**src/vga_config.svh**
```systemverilog
/*
  vga gain-control configuration
  clock rates, amplifier count and command buffer depth
*/
`ifndef VGA_CONFIG_SVH
`define VGA_CONFIG_SVH

// system clock for the whole command path, in Hz
`define VGA_CLK_FREQ 100000000

// serial clock to the amplifiers, in Hz
// with a 100 MHz system clock this is a divide by 10
// so sck toggles every 5 clk cycles
`define VGA_SPI_CLK_FREQ 10000000

// LMH6401 parts sharing sck and sdi
// each one gets its own chip select
`define VGA_NUM_CHANNELS 4

// commands buffered ahead of the write filter
// keep it a power of two for cheap pointer wrap
`define VGA_FIFO_DEPTH 4

`endif

```
**src/vga_pkg.sv**
```systemverilog
/*
  vga_pkg
  shared types for the LMH6401 gain-control path
*/
`include "vga_config.svh"

package vga_pkg;

  // amplifier index, selects one chip select line
  typedef logic [$clog2(`VGA_NUM_CHANNELS)-1:0] chan_t;

  // LMH6401 serial word
  // [15] read flag, [14:8] register address, [7:0] value
  typedef logic [15:0] reg_word_t;

  // command word, channel on top of the register word
  typedef logic [$bits(chan_t)+15:0] cmd_t;

  // serial writer sequencing
  typedef enum logic [1:0] {
    idle,
    sending,
    finish
  } spi_state_t;

endpackage

```
**src/gain_cmd_fifo.sv**
```systemverilog
/*
  gain_cmd_fifo
  small circular command buffer with valid/ready on both sides
*/
`include "vga_config.svh"

module gain_cmd_fifo (
  input  logic          clk,
  input  logic          reset,
  input  logic          in_valid,
  input  vga_pkg::cmd_t in_cmd,
  output logic          in_ready,
  output logic          out_valid,
  output vga_pkg::cmd_t out_cmd,
  input  logic          out_ready
);

  localparam int PTR_W = (`VGA_FIFO_DEPTH > 1) ? $clog2(`VGA_FIFO_DEPTH) : 1;
  localparam int CNT_W = $clog2(`VGA_FIFO_DEPTH + 1);

  // storage, payload only
  vga_pkg::cmd_t mem [`VGA_FIFO_DEPTH];

  logic [PTR_W-1:0] wr_ptr;
  logic [PTR_W-1:0] rd_ptr;
  logic [CNT_W-1:0] count;
  logic             push;
  logic             pop;

  // full when every entry holds a command
  assign in_ready  = count != CNT_W'(`VGA_FIFO_DEPTH);
  assign out_valid = count != '0;
  // head of queue presented directly
  assign out_cmd   = mem[rd_ptr];

  assign push = in_valid && in_ready;
  assign pop  = out_valid && out_ready;

  always_ff @(posedge clk) begin
    if (push) begin
      mem[wr_ptr] <= in_cmd;
    end
  end

  // pointers and occupancy
  always_ff @(posedge clk) begin
    if (reset) begin
      wr_ptr <= '0;
      rd_ptr <= '0;
      count  <= '0;
    end else begin
      if (push) begin
        wr_ptr <= (wr_ptr == PTR_W'(`VGA_FIFO_DEPTH - 1)) ? '0 : wr_ptr + 1'b1;
      end
      if (pop) begin
        rd_ptr <= (rd_ptr == PTR_W'(`VGA_FIFO_DEPTH - 1)) ? '0 : rd_ptr + 1'b1;
      end
      // simultaneous push and pop leaves count alone
      case ({push, pop})
        2'b10:   count <= count + 1'b1;
        2'b01:   count <= count - 1'b1;
        default: count <= count;
      endcase
    end
  end

endmodule

```
**src/gain_write_filter.sv**
```systemverilog
/*
  gain_write_filter
  remembers the last word sent per channel and drops repeated writes
*/
`include "vga_config.svh"

module gain_write_filter (
  input  logic          clk,
  input  logic          reset,
  input  logic          in_valid,
  input  vga_pkg::cmd_t in_cmd,
  output logic          in_ready,
  output logic          out_valid,
  output vga_pkg::cmd_t out_cmd,
  input  logic          out_ready
);

  // one-entry holding register
  logic          hold_valid;
  vga_pkg::cmd_t hold_cmd;

  // last word written per channel, as it went out on the wire
  vga_pkg::reg_word_t           cache_word [`VGA_NUM_CHANNELS];
  logic [`VGA_NUM_CHANNELS-1:0] cache_valid;

  vga_pkg::chan_t     hold_chan;
  vga_pkg::reg_word_t sent_word;
  logic               drop;
  logic               take;

  assign hold_chan = hold_cmd[$bits(vga_pkg::cmd_t)-1:16];
  // read flag cleared, this is the form the amplifier actually sees
  assign sent_word = {1'b0, hold_cmd[14:0]};

  // compare against the registered cache
  // a word handed to the writer on the previous edge is already recorded
  assign drop = hold_valid && cache_valid[hold_chan] &&
                (cache_word[hold_chan] == sent_word);

  assign out_valid = hold_valid && !drop;
  assign out_cmd   = {hold_chan, sent_word};
  assign take      = out_valid && out_ready;

  // room when empty, or when the held entry leaves this cycle
  assign in_ready = !hold_valid || drop || take;

  always_ff @(posedge clk) begin
    if (reset) begin
      hold_valid <= 1'b0;
    end else if (in_valid && in_ready) begin
      hold_valid <= 1'b1;
    end else if (drop || take) begin
      hold_valid <= 1'b0;
    end
  end

  always_ff @(posedge clk) begin
    if (in_valid && in_ready) begin
      hold_cmd <= in_cmd;
    end
  end

  // cache only learns words the writer has accepted
  always_ff @(posedge clk) begin
    if (take) begin
      cache_word[hold_chan] <= sent_word;
    end
  end

  // first write to each channel always goes through
  always_ff @(posedge clk) begin
    if (reset) begin
      cache_valid <= '0;
    end else if (take) begin
      cache_valid[hold_chan] <= 1'b1;
    end
  end

endmodule

```
**src/lmh6401_spi.sv**
```systemverilog
/*
  lmh6401_spi
  write-only serial link to a bank of LMH6401 amplifiers with shared sck/sdi
*/
`include "vga_config.svh"

module lmh6401_spi (
  input  logic                         clk,
  input  logic                         reset,
  input  logic                         cmd_valid,
  input  vga_pkg::cmd_t                cmd,
  output logic                         cmd_ready,
  output logic                         sck,
  output logic                         sdi,
  output logic [`VGA_NUM_CHANNELS-1:0] cs_n
);

  // sck toggles every half period of the divided clock
  localparam int CLK_DIV  = `VGA_CLK_FREQ / `VGA_SPI_CLK_FREQ;
  localparam int HALF_DIV = CLK_DIV / 2;
  localparam int CNT_W    = (HALF_DIV > 1) ? $clog2(HALF_DIV) : 1;
  localparam logic [CNT_W-1:0] DIV_MAX = CNT_W'(HALF_DIV - 1);

  logic [CNT_W-1:0] div_count;
  logic             sck_fall;

  vga_pkg::spi_state_t state;
  vga_pkg::reg_word_t  shift_reg;
  vga_pkg::chan_t      addr;
  logic [3:0]          bits_sent;

  // free-running divider with sck low out of reset
  always_ff @(posedge clk) begin
    if (reset) begin
      sck       <= 1'b0;
      div_count <= '0;
    end else if (div_count == DIV_MAX) begin
      sck       <= ~sck;
      div_count <= '0;
    end else begin
      div_count <= div_count + 1'b1;
    end
  end

  // high on the clk edge where sck goes from 1 to 0
  // data and chip select change here so the slave sees them settled
  // by the next rising edge
  assign sck_fall = sck && (div_count == DIV_MAX);

  // new frames only while idle
  assign cmd_ready = state == vga_pkg::idle;

  always_ff @(posedge clk) begin
    if (reset) begin
      state     <= vga_pkg::idle;
      bits_sent <= '0;
      cs_n      <= '1;
      sdi       <= 1'b0;
    end else begin
      case (state)
        vga_pkg::idle: begin
          if (cmd_valid) begin
            state     <= vga_pkg::sending;
            bits_sent <= '0;
          end
        end
        vga_pkg::sending: begin
          if (sck_fall) begin
            // select drops together with the first bit
            cs_n[addr] <= 1'b0;
            sdi        <= shift_reg[15];
            bits_sent  <= bits_sent + 1'b1;
            if (bits_sent == 4'd15) begin
              state <= vga_pkg::finish;
            end
          end
        end
        vga_pkg::finish: begin
          // release the select and go idle one falling edge after the last bit
          if (sck_fall) begin
            cs_n[addr] <= 1'b1;
            sdi        <= 1'b0;
            state      <= vga_pkg::idle;
          end
        end
        default: begin
          state <= vga_pkg::idle;
          cs_n  <= '1;
        end
      endcase
    end
  end

  // channel and shift register latched when a frame starts
  always_ff @(posedge clk) begin
    if (state == vga_pkg::idle && cmd_valid) begin
      addr <= cmd[$bits(vga_pkg::cmd_t)-1:16];
      // read flag forced low since the parts are never read back
      shift_reg <= {1'b0, cmd[14:0]};
    end else if (state == vga_pkg::sending && sck_fall) begin
      // msb first
      shift_reg <= {shift_reg[14:0], 1'b0};
    end
  end

endmodule

```
**src/vga_gain_ctrl.sv**
```systemverilog
/*
  vga_gain_ctrl
  command FIFO, repeat filter and SPI writer for the LMH6401 bank
*/
`include "vga_config.svh"

module vga_gain_ctrl (
  input  logic                         clk,
  input  logic                         reset,
  input  logic                         cmd_valid,
  input  vga_pkg::cmd_t                cmd,
  output logic                         cmd_ready,
  output logic                         sck,
  output logic                         sdi,
  output logic [`VGA_NUM_CHANNELS-1:0] cs_n
);

  // FIFO to filter
  logic          fifo_valid;
  vga_pkg::cmd_t fifo_cmd;
  logic          fifo_ready;

  // filter to serial writer
  logic          spi_valid;
  vga_pkg::cmd_t spi_cmd;
  logic          spi_ready;

  // absorbs bursts while the serial link is busy
  gain_cmd_fifo fifo0 (
    .clk       (clk),
    .reset     (reset),
    .in_valid  (cmd_valid),
    .in_cmd    (cmd),
    .in_ready  (cmd_ready),
    .out_valid (fifo_valid),
    .out_cmd   (fifo_cmd),
    .out_ready (fifo_ready)
  );

  // skips writes that would not change the amplifier
  gain_write_filter filter0 (
    .clk       (clk),
    .reset     (reset),
    .in_valid  (fifo_valid),
    .in_cmd    (fifo_cmd),
    .in_ready  (fifo_ready),
    .out_valid (spi_valid),
    .out_cmd   (spi_cmd),
    .out_ready (spi_ready)
  );

  lmh6401_spi spi0 (
    .clk       (clk),
    .reset     (reset),
    .cmd_valid (spi_valid),
    .cmd       (spi_cmd),
    .cmd_ready (spi_ready),
    .sck       (sck),
    .sdi       (sdi),
    .cs_n      (cs_n)
  );

endmodule

```
**config.mk**
```make
export PLATFORM = sky130hd
export DESIGN_NAME = vga_gain_ctrl
export DESIGN_NICKNAME = d
export VERILOG_FILES = /design/src/vga_pkg.sv /design/src/gain_cmd_fifo.sv /design/src/gain_write_filter.sv /design/src/lmh6401_spi.sv /design/src/vga_gain_ctrl.sv
export VERILOG_INCLUDE_DIRS = /design/src
export SDC_FILE = /design/constraint.sdc
export NUM_CORES = 1
export LEC_CHECK = 0
export ABC_AREA = 1
export BUFFER_PORTS_ARGS = -buffer_cell sky130_fd_sc_hd__buf_4
export CAP_MARGIN = 20
export CELL_PAD_IN_SITES_DETAIL_PLACEMENT = 1
export CELL_PAD_IN_SITES_GLOBAL_PLACEMENT = 2
export CORE_UTILIZATION = 43
export CTS_BUF_LIST = sky130_fd_sc_hd__clkbuf_8
export CTS_CLUSTER_SIZE = 30
export DETAILED_ROUTE_END_ITERATION = 10
export PLACE_DENSITY = 0.91
export SLEW_MARGIN = 5
export SYNTH_ARGS = -nofsm -noshare
export SYNTH_HDL_FRONTEND = slang
export SYNTH_SLANG_ARGS = --single-unit
```
**constraint.sdc**
```tcl
create_clock -name clk -period 3.35 [get_ports clk]
set_input_delay 0.67 -clock clk [delete_from_list [all_inputs] [get_ports clk]]
set_output_delay 0.67 -clock clk [all_outputs]
set_load 0.01 [all_outputs]
```
# Word-level counts from Yosys, hierarchy flattened
# Memory sizes are Yosys's and may differ from the RTL's. A register that Yosys moved wholly into a read port is not among the register bits.
# Index checks and enable logic that the tools add are counted.
# word_totals
register_bits	45
ram_bits	132
in_bits	21
out_inout_bits	7
elab_cells	104
mem_count	2
# memory_table
memory	depth	width	read_ports	rd_ports_with_merged_regs	write_ports	line	source
fifo0.mem	4	18	1	1	1	gain_cmd_fifo.sv:22	vga_pkg::cmd_t mem [`VGA_FIFO_DEPTH];
filter0.cache_word	4	15	1	0	1	gain_write_filter.sv:23	vga_pkg::reg_word_t cache_word [`VGA_NUM_CHANNELS];
# op_classes
n_addsub	6
order_cmp	4
n_eq_ne	14
muxes	31
bitwise_logic	6
n_reduce_logical	27
# op_table
operator	n
15-bit two-way mux	2
16-bit by 15-bit equality test with 1-bit output	1
4-bit two-way mux	4
2-bit two-way mux	6
4-bit case mux with 3 select lines	1
1-bit two-way mux	11
1-bit logical AND	10
2-bit nonzero test	5
3-bit AND reduction	3
2-bit equality test, second input constant	4
2-bit by 1-bit != test with 1-bit output, second input constant	4
4-bit bitwise OR	2
4-bit case mux with 2 select lines	1
3-bit by 1-bit adder with 3-bit output, second input constant	2
2-bit by 3-bit < comparator with 1-bit output, second input constant	2
2-bit case mux with 3 select lines	1
3-bit case mux with 2 select lines	1
2-bit by 1-bit adder with 2-bit output, second input constant	2
4-bit by 1-bit adder with 4-bit output, second input constant	1
4-bit AND	1
1-bit demux with 2-bit select	2
2-bit by 1-bit equality test with 1-bit output, second input constant	2
4-bit equality test, second input constant	1
2-bit by 1-bit >= comparator with 1-bit output, second input constant	2
13 further kinds	17

# Logic depth before layout (Yosys ltp)
# Gate-level depths: netlist of run 1.
# logic_depth
depth_word	11
mapped_depth	23
ltp_nobuf	21

# Hierarchy
# From an unflattened synthesis of run 1, not the netlist that was laid out.
# hier_totals
cells_unflattened	750
hier_area_um2	8276.7
# modules_own_cells
module	n_inst	cells_per_inst	area_per_inst_um2	seq_area_each_um2
gain_write_filter	1	308	3449.6	2452.4
gain_cmd_fifo	1	244	3219.3	2342.2
lmh6401_spi	1	198	1607.8	830.8

# Least setup slack after synthesis of run 1
# OpenSTA, ideal clock, no wires.
# synth_path
path_kind	register to register
startpoint	register filter0.hold_cmd[16] (read register of fifo0.mem)
endpoint	register fifo0.count[2]
arrival_time_ns	2.915
required_time_ns	3.228
slack_ns	0.313
stages_incl_launch_ff	23
n_path_buf	2
synth_period_minus_slack_ns	3.037
path_cell_list	edfxtp_1 buf_6 inv_4 buf_6 nand2_1 nand2_1 nand2_1 nand3_1 nand2_1 nor2_1 nand2_1 nor2_1 nand2_1 nand3_1 nand2_1 inv_1 ha_1 inv_1 fa_1 a21oi_1 o21ai_0 o21ai_0 a21oi_1
# synth_via
elab_chain_cells	11
# synth_rtl
element	line	source
start, declared	gain_write_filter.sv:20	vga_pkg::cmd_t hold_cmd;
branches (longest 3 deep; another with memory read 4 x 15 bit)	--	
1-bit logical AND (*)	gain_write_filter.sv:37	assign drop = hold_valid && cache_valid[hold_chan] &&
1-bit logical NOT	gain_write_filter.sv:40	assign out_valid = hold_valid && !drop;
1-bit logical AND	gain_write_filter.sv:40	
1-bit logical AND	gain_write_filter.sv:42	assign take = out_valid && out_ready;
1-bit logical OR (*)	gain_write_filter.sv:45	assign in_ready = !hold_valid || drop || take;
1-bit logical AND (*)	gain_cmd_fifo.sv:37	assign pop = out_valid && out_ready;
via fifo0.pop	gain_cmd_fifo.sv:28	logic pop;
2-bit by 1-bit equality test with 1-bit output / 2-bit equality test (equally long branches)	gain_cmd_fifo.sv:59	case ({push, pop})
3-bit case mux with 2 select lines / 2-bit nonzero test (equally long branches)	--	
end signal, assigned	gain_cmd_fifo.sv:60	2'b10: count <= count + 1'b1;
end signal, assigned	gain_cmd_fifo.sv:61	2'b01: count <= count - 1'b1;
end signal, assigned	gain_cmd_fifo.sv:62	default: count <= count;
end, declared	gain_cmd_fifo.sv:26	logic [CNT_W-1:0] count;
# Mark *: on every way through the listed nets, which the timed path passes. The select of a mux whose other input is x is not followed.
# A chain may end at the register's enable or synchronous reset.

# Final worst setup path of run 1
# Ends and elaborated chain as after synthesis.

==> impl_metrics.tcl, run 1 <==
set metrics [dict create \
    r2r_start "filter0.hold_cmd[16]" \
    reg2reg_to "fifo0.count[2]" \
    port_buffers 26 \
    critical_path_class "reg -> reg" \
    endpoint_kind "register" \
    ios 28 \
    gp_congestion 0.768 \
    path_buf_inv 4 \
    p_leak_nw 3.49 \
    skew_ns 0.0123 \
    die_area_mm2 0.0189 \
    drt_iter0_markers 268 \
    grt_max_degree 38 \
    critPathRequiredTime_ns 3.70 \
    synth_fp_nets 765 \
    cp_common_cell "nand2_1" \
    cts.reportedPaths.clkPinSlew_ns 0.10 \
    initial_core_util_pct 43.9 \
    cp_top_family "simple AND/OR/NAND/NOR gates" \
    ff_latch_area_mm2 0.00543 \
    worstPathCellList "buf_4 -> inv_6 -> nand2_1 -> nand2_1 -> nand2_1 -> nand3_1 -> nand2_1 -> nor2_1 -> nand2_1 -> nor2_1 -> nand2_2 -> nand3_2 -> nand2_1 -> inv_1 -> ha_1 -> inv_1 -> fa_1 -> a21oi_1 -> o21ai_0 -> o21ai_1 -> a21oi_1" \
    die_y_um 137 \
    cp-startpoint "filter0.hold_cmd[16]" \
    top_regs "fifo0.mem x68, filter0.cache_word x60, filter0.hold_cmd x17" \
    largest_reg_flops 68 \
    hold_viol_final 0 \
    grt_overflow_total 0 \
    fin_nets 804 \
    cp.depth 21 \
    clk_latency_ns 0.45 \
    dp_hpwl_mm 11.2 \
    critPathMaxStageDelay_ns 0.52 \
    drc 0 \
    ys_types 28 \
    slew_viol_final 0 \
    min_path_type "in -> reg" \
    synthToLayoutAreaGrowth_pct 11.0 \
    worst-slew-pin-transition_ns 0.997 \
    maxCapViolations 0 \
    syn_area_mm2 0.00789 \
    tns_ns 0 \
    period_share_pct 93.8 \
    fillers 1969 \
    avgViaCountPerCell 5.10 \
    std_cell_rows 49 \
    wl_per_cell_um 16.7 \
    grt_use_total_pct 18.8 \
    fp.dieW_um 137 \
    dr.pass1.iters 5 \
    crit_slowest_cell "edfxtp_1" \
    antenna_found_initial 0 \
    dp_slack_ns 0.163 \
    grt_pass1_wl_mm 26.4 \
    syn_inst 730 \
    synth_top_area_share_pct 61.7 \
    synth-seq-area-share_pct 68.8 \
    avgSynthCellArea_um2 10.8 \
    synthTopCellsByArea "edfxtp_1, nand2_1, dfxtp_1" \
    core_area_mm2 0.0180 \
    power.density_mw_per_mm2 894 \
    synth_edf_count 162 \
    synth_warnings 0 \
    fin_cells 1011 \
    worstPathMaxFanout 15 \
    synth.largest_area_cell "edfxtp_1" \
    max_clock_freq_mhz 318 \
    arrival_ns 3.49 \
    total_power_mw 7.82 \
    regMostFlops "fifo0.mem" \
    num_vias 5155 \
    period_needed_ns 3.14 \
    cts_buffers 17 \
    dp_cells 975 \
    start_kind "register" \
    min_path_cells 1 \
    peakVddDrop_mv 0.345 \
    min_to "fifo0.mem[0][5]" \
    fin_ws_ns 0.208 \
    h-tree-depth 4 \
    yosys_most_used_dff "edfxtp_1" \
    drive_gt1_share_pct 11.1 \
    synth-seq-cells 190 \
    grt_pass1_vias 5397 \
    status "completed" \
    drtAntennaViolNets 0 \
    slew_headroom_pct 33.4 \
    multiInputGateArea_mm2 0.00208 \
    cts_tree "yes" \
    finish.utilization_pct 48.7 \
    root_buffer "clkbuf_8" \
    async_reset_ff_share_pct 0 \
    diodes 0 \
    routed_wl_mm 16.9 \
    rrSetupSlack_ns 0.21 \
    clockBufferDepth 2 \
    hp-start "cmd[5]" \
    finalSetupViolCount 0 \
    clkSinkCount 190 \
    ff2ff_path_depth 21 \
]
## final cells by class
cell class | instances | area share, %
timing repair inverter | 2 | 0.200
timing repair buffer | 44 | 3.86
multi-input combinational | 458 | 23.8
clock inverter | 15 | 1.47
sequential | 190 | 62.0
inverter | 56 | 2.73
clock buffer | 17 | 2.67
tap | 229 | 3.27
## logic make-up after synthesis
family	synth area share, %
simple gates	16.6
flops	68.8
compound gates	7.12
buf+inv	4.89
fa+ha+maj	2.32
xor+xnor	0.222
## cell usage in the layout, fill, tap and decap left out
| cell type | n |
|---|---|
| buf_8 | 1 |
| nor2_1 | 75 |
| clkinv_1 | 1 |
| o21ai_0 | 44 |
| nand2_1 | 230 |
| inv_8 | 4 |
| clkinv_2 | 2 |
| ha_1 | 13 |
| bufinv_16 | 1 |
| inv_6 | 6 |
| xnor2_1 | 1 |
| a21oi_1 | 27 |
| inv_2 | 1 |
| buf_4 | 43 |
| o221a_2 | 1 |
| dfxtp_1 | 28 |
| o22ai_1 | 18 |
| fa_1 | 1 |
| o21ai_1 | 15 |
| inv_1 | 53 |
| or2_2 | 1 |
| inv_4 | 1 |
| edfxtp_1 | 162 |
| nand2_2 | 3 |
| clkbuf_8 | 17 |
| nand4_1 | 1 |
| xor2_1 | 1 |
| clkinv_4 | 4 |
| nand3_1 | 23 |
| nand3_2 | 1 |
| nand3b_1 | 1 |
| nor2_4 | 1 |
| a211oi_1 | 1 |
## worst max path at each step
stage / slack [ns] / to
final: 0.21 / fifo0.count[2]
after global routing: -0.03 / fifo0.count[2]
after CTS: 0.14 / fifo0.count[2]
after detailed placement: 0.16 / fifo0.count[2]
after global placement: 0.28 / fifo0.count[2]
after floorplan: 0.31 / fifo0.count[2]
## synth_stat cells, types with 2 or more instances
cell and n:
dfxtp_1 28, nand2_1 231, o21ai_0 45, o21ai_1 14, buf_4 5, o22ai_1 18
inv_1 53, a21oi_1 27, buf_6 7, nand2_2 2, nor2_1 75, inv_4 2
clkbuf_1 12, nand3_1 24, edfxtp_1 162, ha_1 13
## through the flow
stage | hold WS [ns] | instance area, um2
floorplan | 0.417 | 7890
global placement | 0.426 | 8320
detailed placement | 0.438 | 8320
CTS | 0.377 | 8680
global route | 0.365 | 8750
finish | 0.408 | 8750
## timing repair
item / 4_1_cts / 5_1_grt
hold buffers: 0 / 0
endpoints found under the setup margin: 0 / 1
gates resized for setup: 0 / 8
setup buffers: 0 / 2
## power breakdown
part | internal [mW] | leakage (nW) | switching (mW) | total (mW)
clock | 0.542 | 0.190 | 0.859 | 1.40
combinational | 0.893 | 1.59 | 1.90 | 2.79
sequential | 3.31 | 1.72 | 0.323 | 3.63
## metal layers
layer  routed length, um  vias to the layer above  part of all wire [%]  global-route usage, %
li1                    -                     2530                     -                      -
met1                7380                     2536                    44                   22.9
met2                8910                       76                    53                   33.0
met3                 450                       13                   2.7                   3.57
met4                 185                        0                   1.1                   7.08
met5                   0                        -                     0                      0
Power figures use the tool's default switching activity.
==> run 2, diff against run 1 <==
CORE_MARGIN = 4   (was not set)
==> run 2 against run 1 <==
Net effect:
- design area shrank 0.33%
- register-to-register slack gained 0.14 ns
- final cell count decreased by 0.49%
- via count fell by 0.43%
- global-route usage shrank 1.2 points
- clock power is 6% higher
- largest power group unchanged
- power about the same
==> impl_metrics.tcl, run 2 (synthesized netlist as in run 1, its figures left out) <==
set metrics [dict create \
    fillers 1984 \
    synthToLayoutAreaGrowth_pct 10.6 \
    slew_viol_final 0 \
    grt_overflow_total 0 \
    clk_latency_ns 0.47 \
    period_share_pct 89.6 \
    critical_path_class "reg -> reg" \
    routed.top_layer "met4" \
    hold_viol_final 0 \
    critPathMaxStageDelay_ns 0.49 \
    fin_ws_ns 0.349 \
    final_area_mm2 0.00872 \
    avgViaCountPerCell 5.10 \
    routed_wl_mm 17.1 \
    dp_hpwl_mm 11.6 \
    hold_slack_ns 0.404 \
    worst-slew-pin-transition_ns 0.971 \
    fin_nets 800 \
    worstPathMaxFanout 15 \
    min_path_type "in -> reg" \
    layout_commonest_cell "nand2_1" \
    gp_congestion 0.768 \
    drt_iter0_markers 307 \
    die_y_um 143 \
    h-tree-depth 4 \
    tns_ns 0 \
    ios 28 \
    grt_use_total_pct 17.6 \
    diodes 0 \
    p_leak_nw 3.47 \
    rrSetupSlack_ns 0.35 \
    endpoint_kind "register" \
    total_power_mw 7.83 \
    port_buffers 26 \
    wl_met1_mm 7.39 \
    std_cell_rows 49 \
    finalSetupViolCount 0 \
    met3WireLength_um 395 \
    status "completed" \
    clkSinkCount 190 \
    top_regs "fifo0.mem x68, filter0.cache_word x60, filter0.hold_cmd x17" \
    skew_ns 0.0179 \
    die_area_mm2 0.0206 \
    root_buffer "clkbuf_8" \
    start_kind "register" \
    slew_headroom_pct 35.2 \
    cts_hold_buf 0 \
    critPathRequiredTime_ns 3.72 \
    arrival_ns 3.37 \
    drc 0 \
    postPlaceCellArea_mm2 0.00830 \
    peakVddDrop_mv 0.358 \
    initial_core_util_pct 43.7 \
    ff_latch_area_mm2 0.00543 \
    dr.pass1.iters 4 \
    fp.dieW_um 143 \
    crit_slowest_cell "edfxtp_1" \
    worstPathCellList "buf_4 -> inv_8 -> nand2_1 -> nand2_1 -> nand2_1 -> nand3_1 -> nand2_1 -> nor2_1 -> nand2_1 -> nor2_1 -> nand2_2 -> nand3_2 -> nand2_2 -> inv_1 -> ha_1 -> inv_1 -> fa_1 -> a21oi_1 -> o21ai_1 -> o21ai_1 -> a21oi_1" \
    cts.reportedPaths.clkPinSlew_ns 0.11 \
    max_clock_freq_mhz 333 \
    wl_per_cell_um 17.0 \
    grt_max_degree 38 \
    cp_common_cell "nand2_1" \
    layout_common_cells "nand2_1, edfxtp_1, nor2_1, inv_1, o21ai_0" \
    drtAntennaViolNets 0 \
    maxCapViolations 0 \
    cts_tree "yes" \
    drive_gt1_share_pct 10.8 \
    grt_pass1_wl_mm 28.3 \
    period_needed_ns 3.00 \
    clockBufferDepth 2 \
    core_area_mm2 0.0180 \
    cp_top_family "simple AND/OR/NAND/NOR gates" \
    wl_met2_mm 9.01 \
    cts_buffers 17 \
    power.density_mw_per_mm2 898 \
    path_buf_inv 4 \
    largest_reg_flops 68 \
    num_vias 5133 \
    multiInputGateArea_mm2 0.00208 \
    grt_pass1_vias 5590 \
    dp_slack_ns 0.108 \
    regMostFlops "fifo0.mem" \
    antenna_found_initial 0 \
]
## run 2: what timing repair did
item,4_1_cts,5_1_grt
endpoints found under the setup margin,0,2
gates resized for setup,0,13
setup buffers,0,1
## run 2: layout make-up
cell class / count / share of cell area [%]
Tap cell: 229 / 3.29
Timing Repair Buffer: 41 / 3.57
Sequential cell: 190 / 62.2
Timing Repair inverter: 1 / 0.129
Clock inverter: 14 / 1.71
Clock buffer: 17 / 2.68
Inverter: 56 / 2.52
Multi-Input combinational cell: 458 / 23.9
## run 2: per-layer routing
| layer | up-vias | track usage (%) |
|---|---|---|
| met5 | - | 0 |
| met3 | 25 | 2.76 |
| met4 | 0 | 5.75 |
| met1 | 2528 | 21.6 |
| li1 | 2523 | - |
| met2 | 57 | 31.8 |
## run 2: path summary, 6_finish.rpt
check                             from                 to  depth (start not counted)
hold reg to reg      spi0.div_count[0]  spi0.div_count[0]                          1
hold / removal                  cmd[5]    fifo0.mem[3][5]                          1
setup reg to reg  filter0.hold_cmd[16]     fifo0.count[2]                         21
setup / recovery  filter0.hold_cmd[16]     fifo0.count[2]                         21
## run 2: stage by stage
step                      util [%]  instances
after detailed placement      46.1        973
after global placement        46.1        973
after global routing          48.4       1006
after floorplan                  -        730
final                         48.4       1006
after CTS                     48.2       1004
## run 2: where the power goes
part / total [mW] / internal [mW] / switching, mW
registers: 3.64 / 3.31 / 0.333
clock network: 1.48 / 0.615 / 0.861
logic: 2.71 / 0.833 / 1.88
total: 7.83 / 4.76 / 3.07
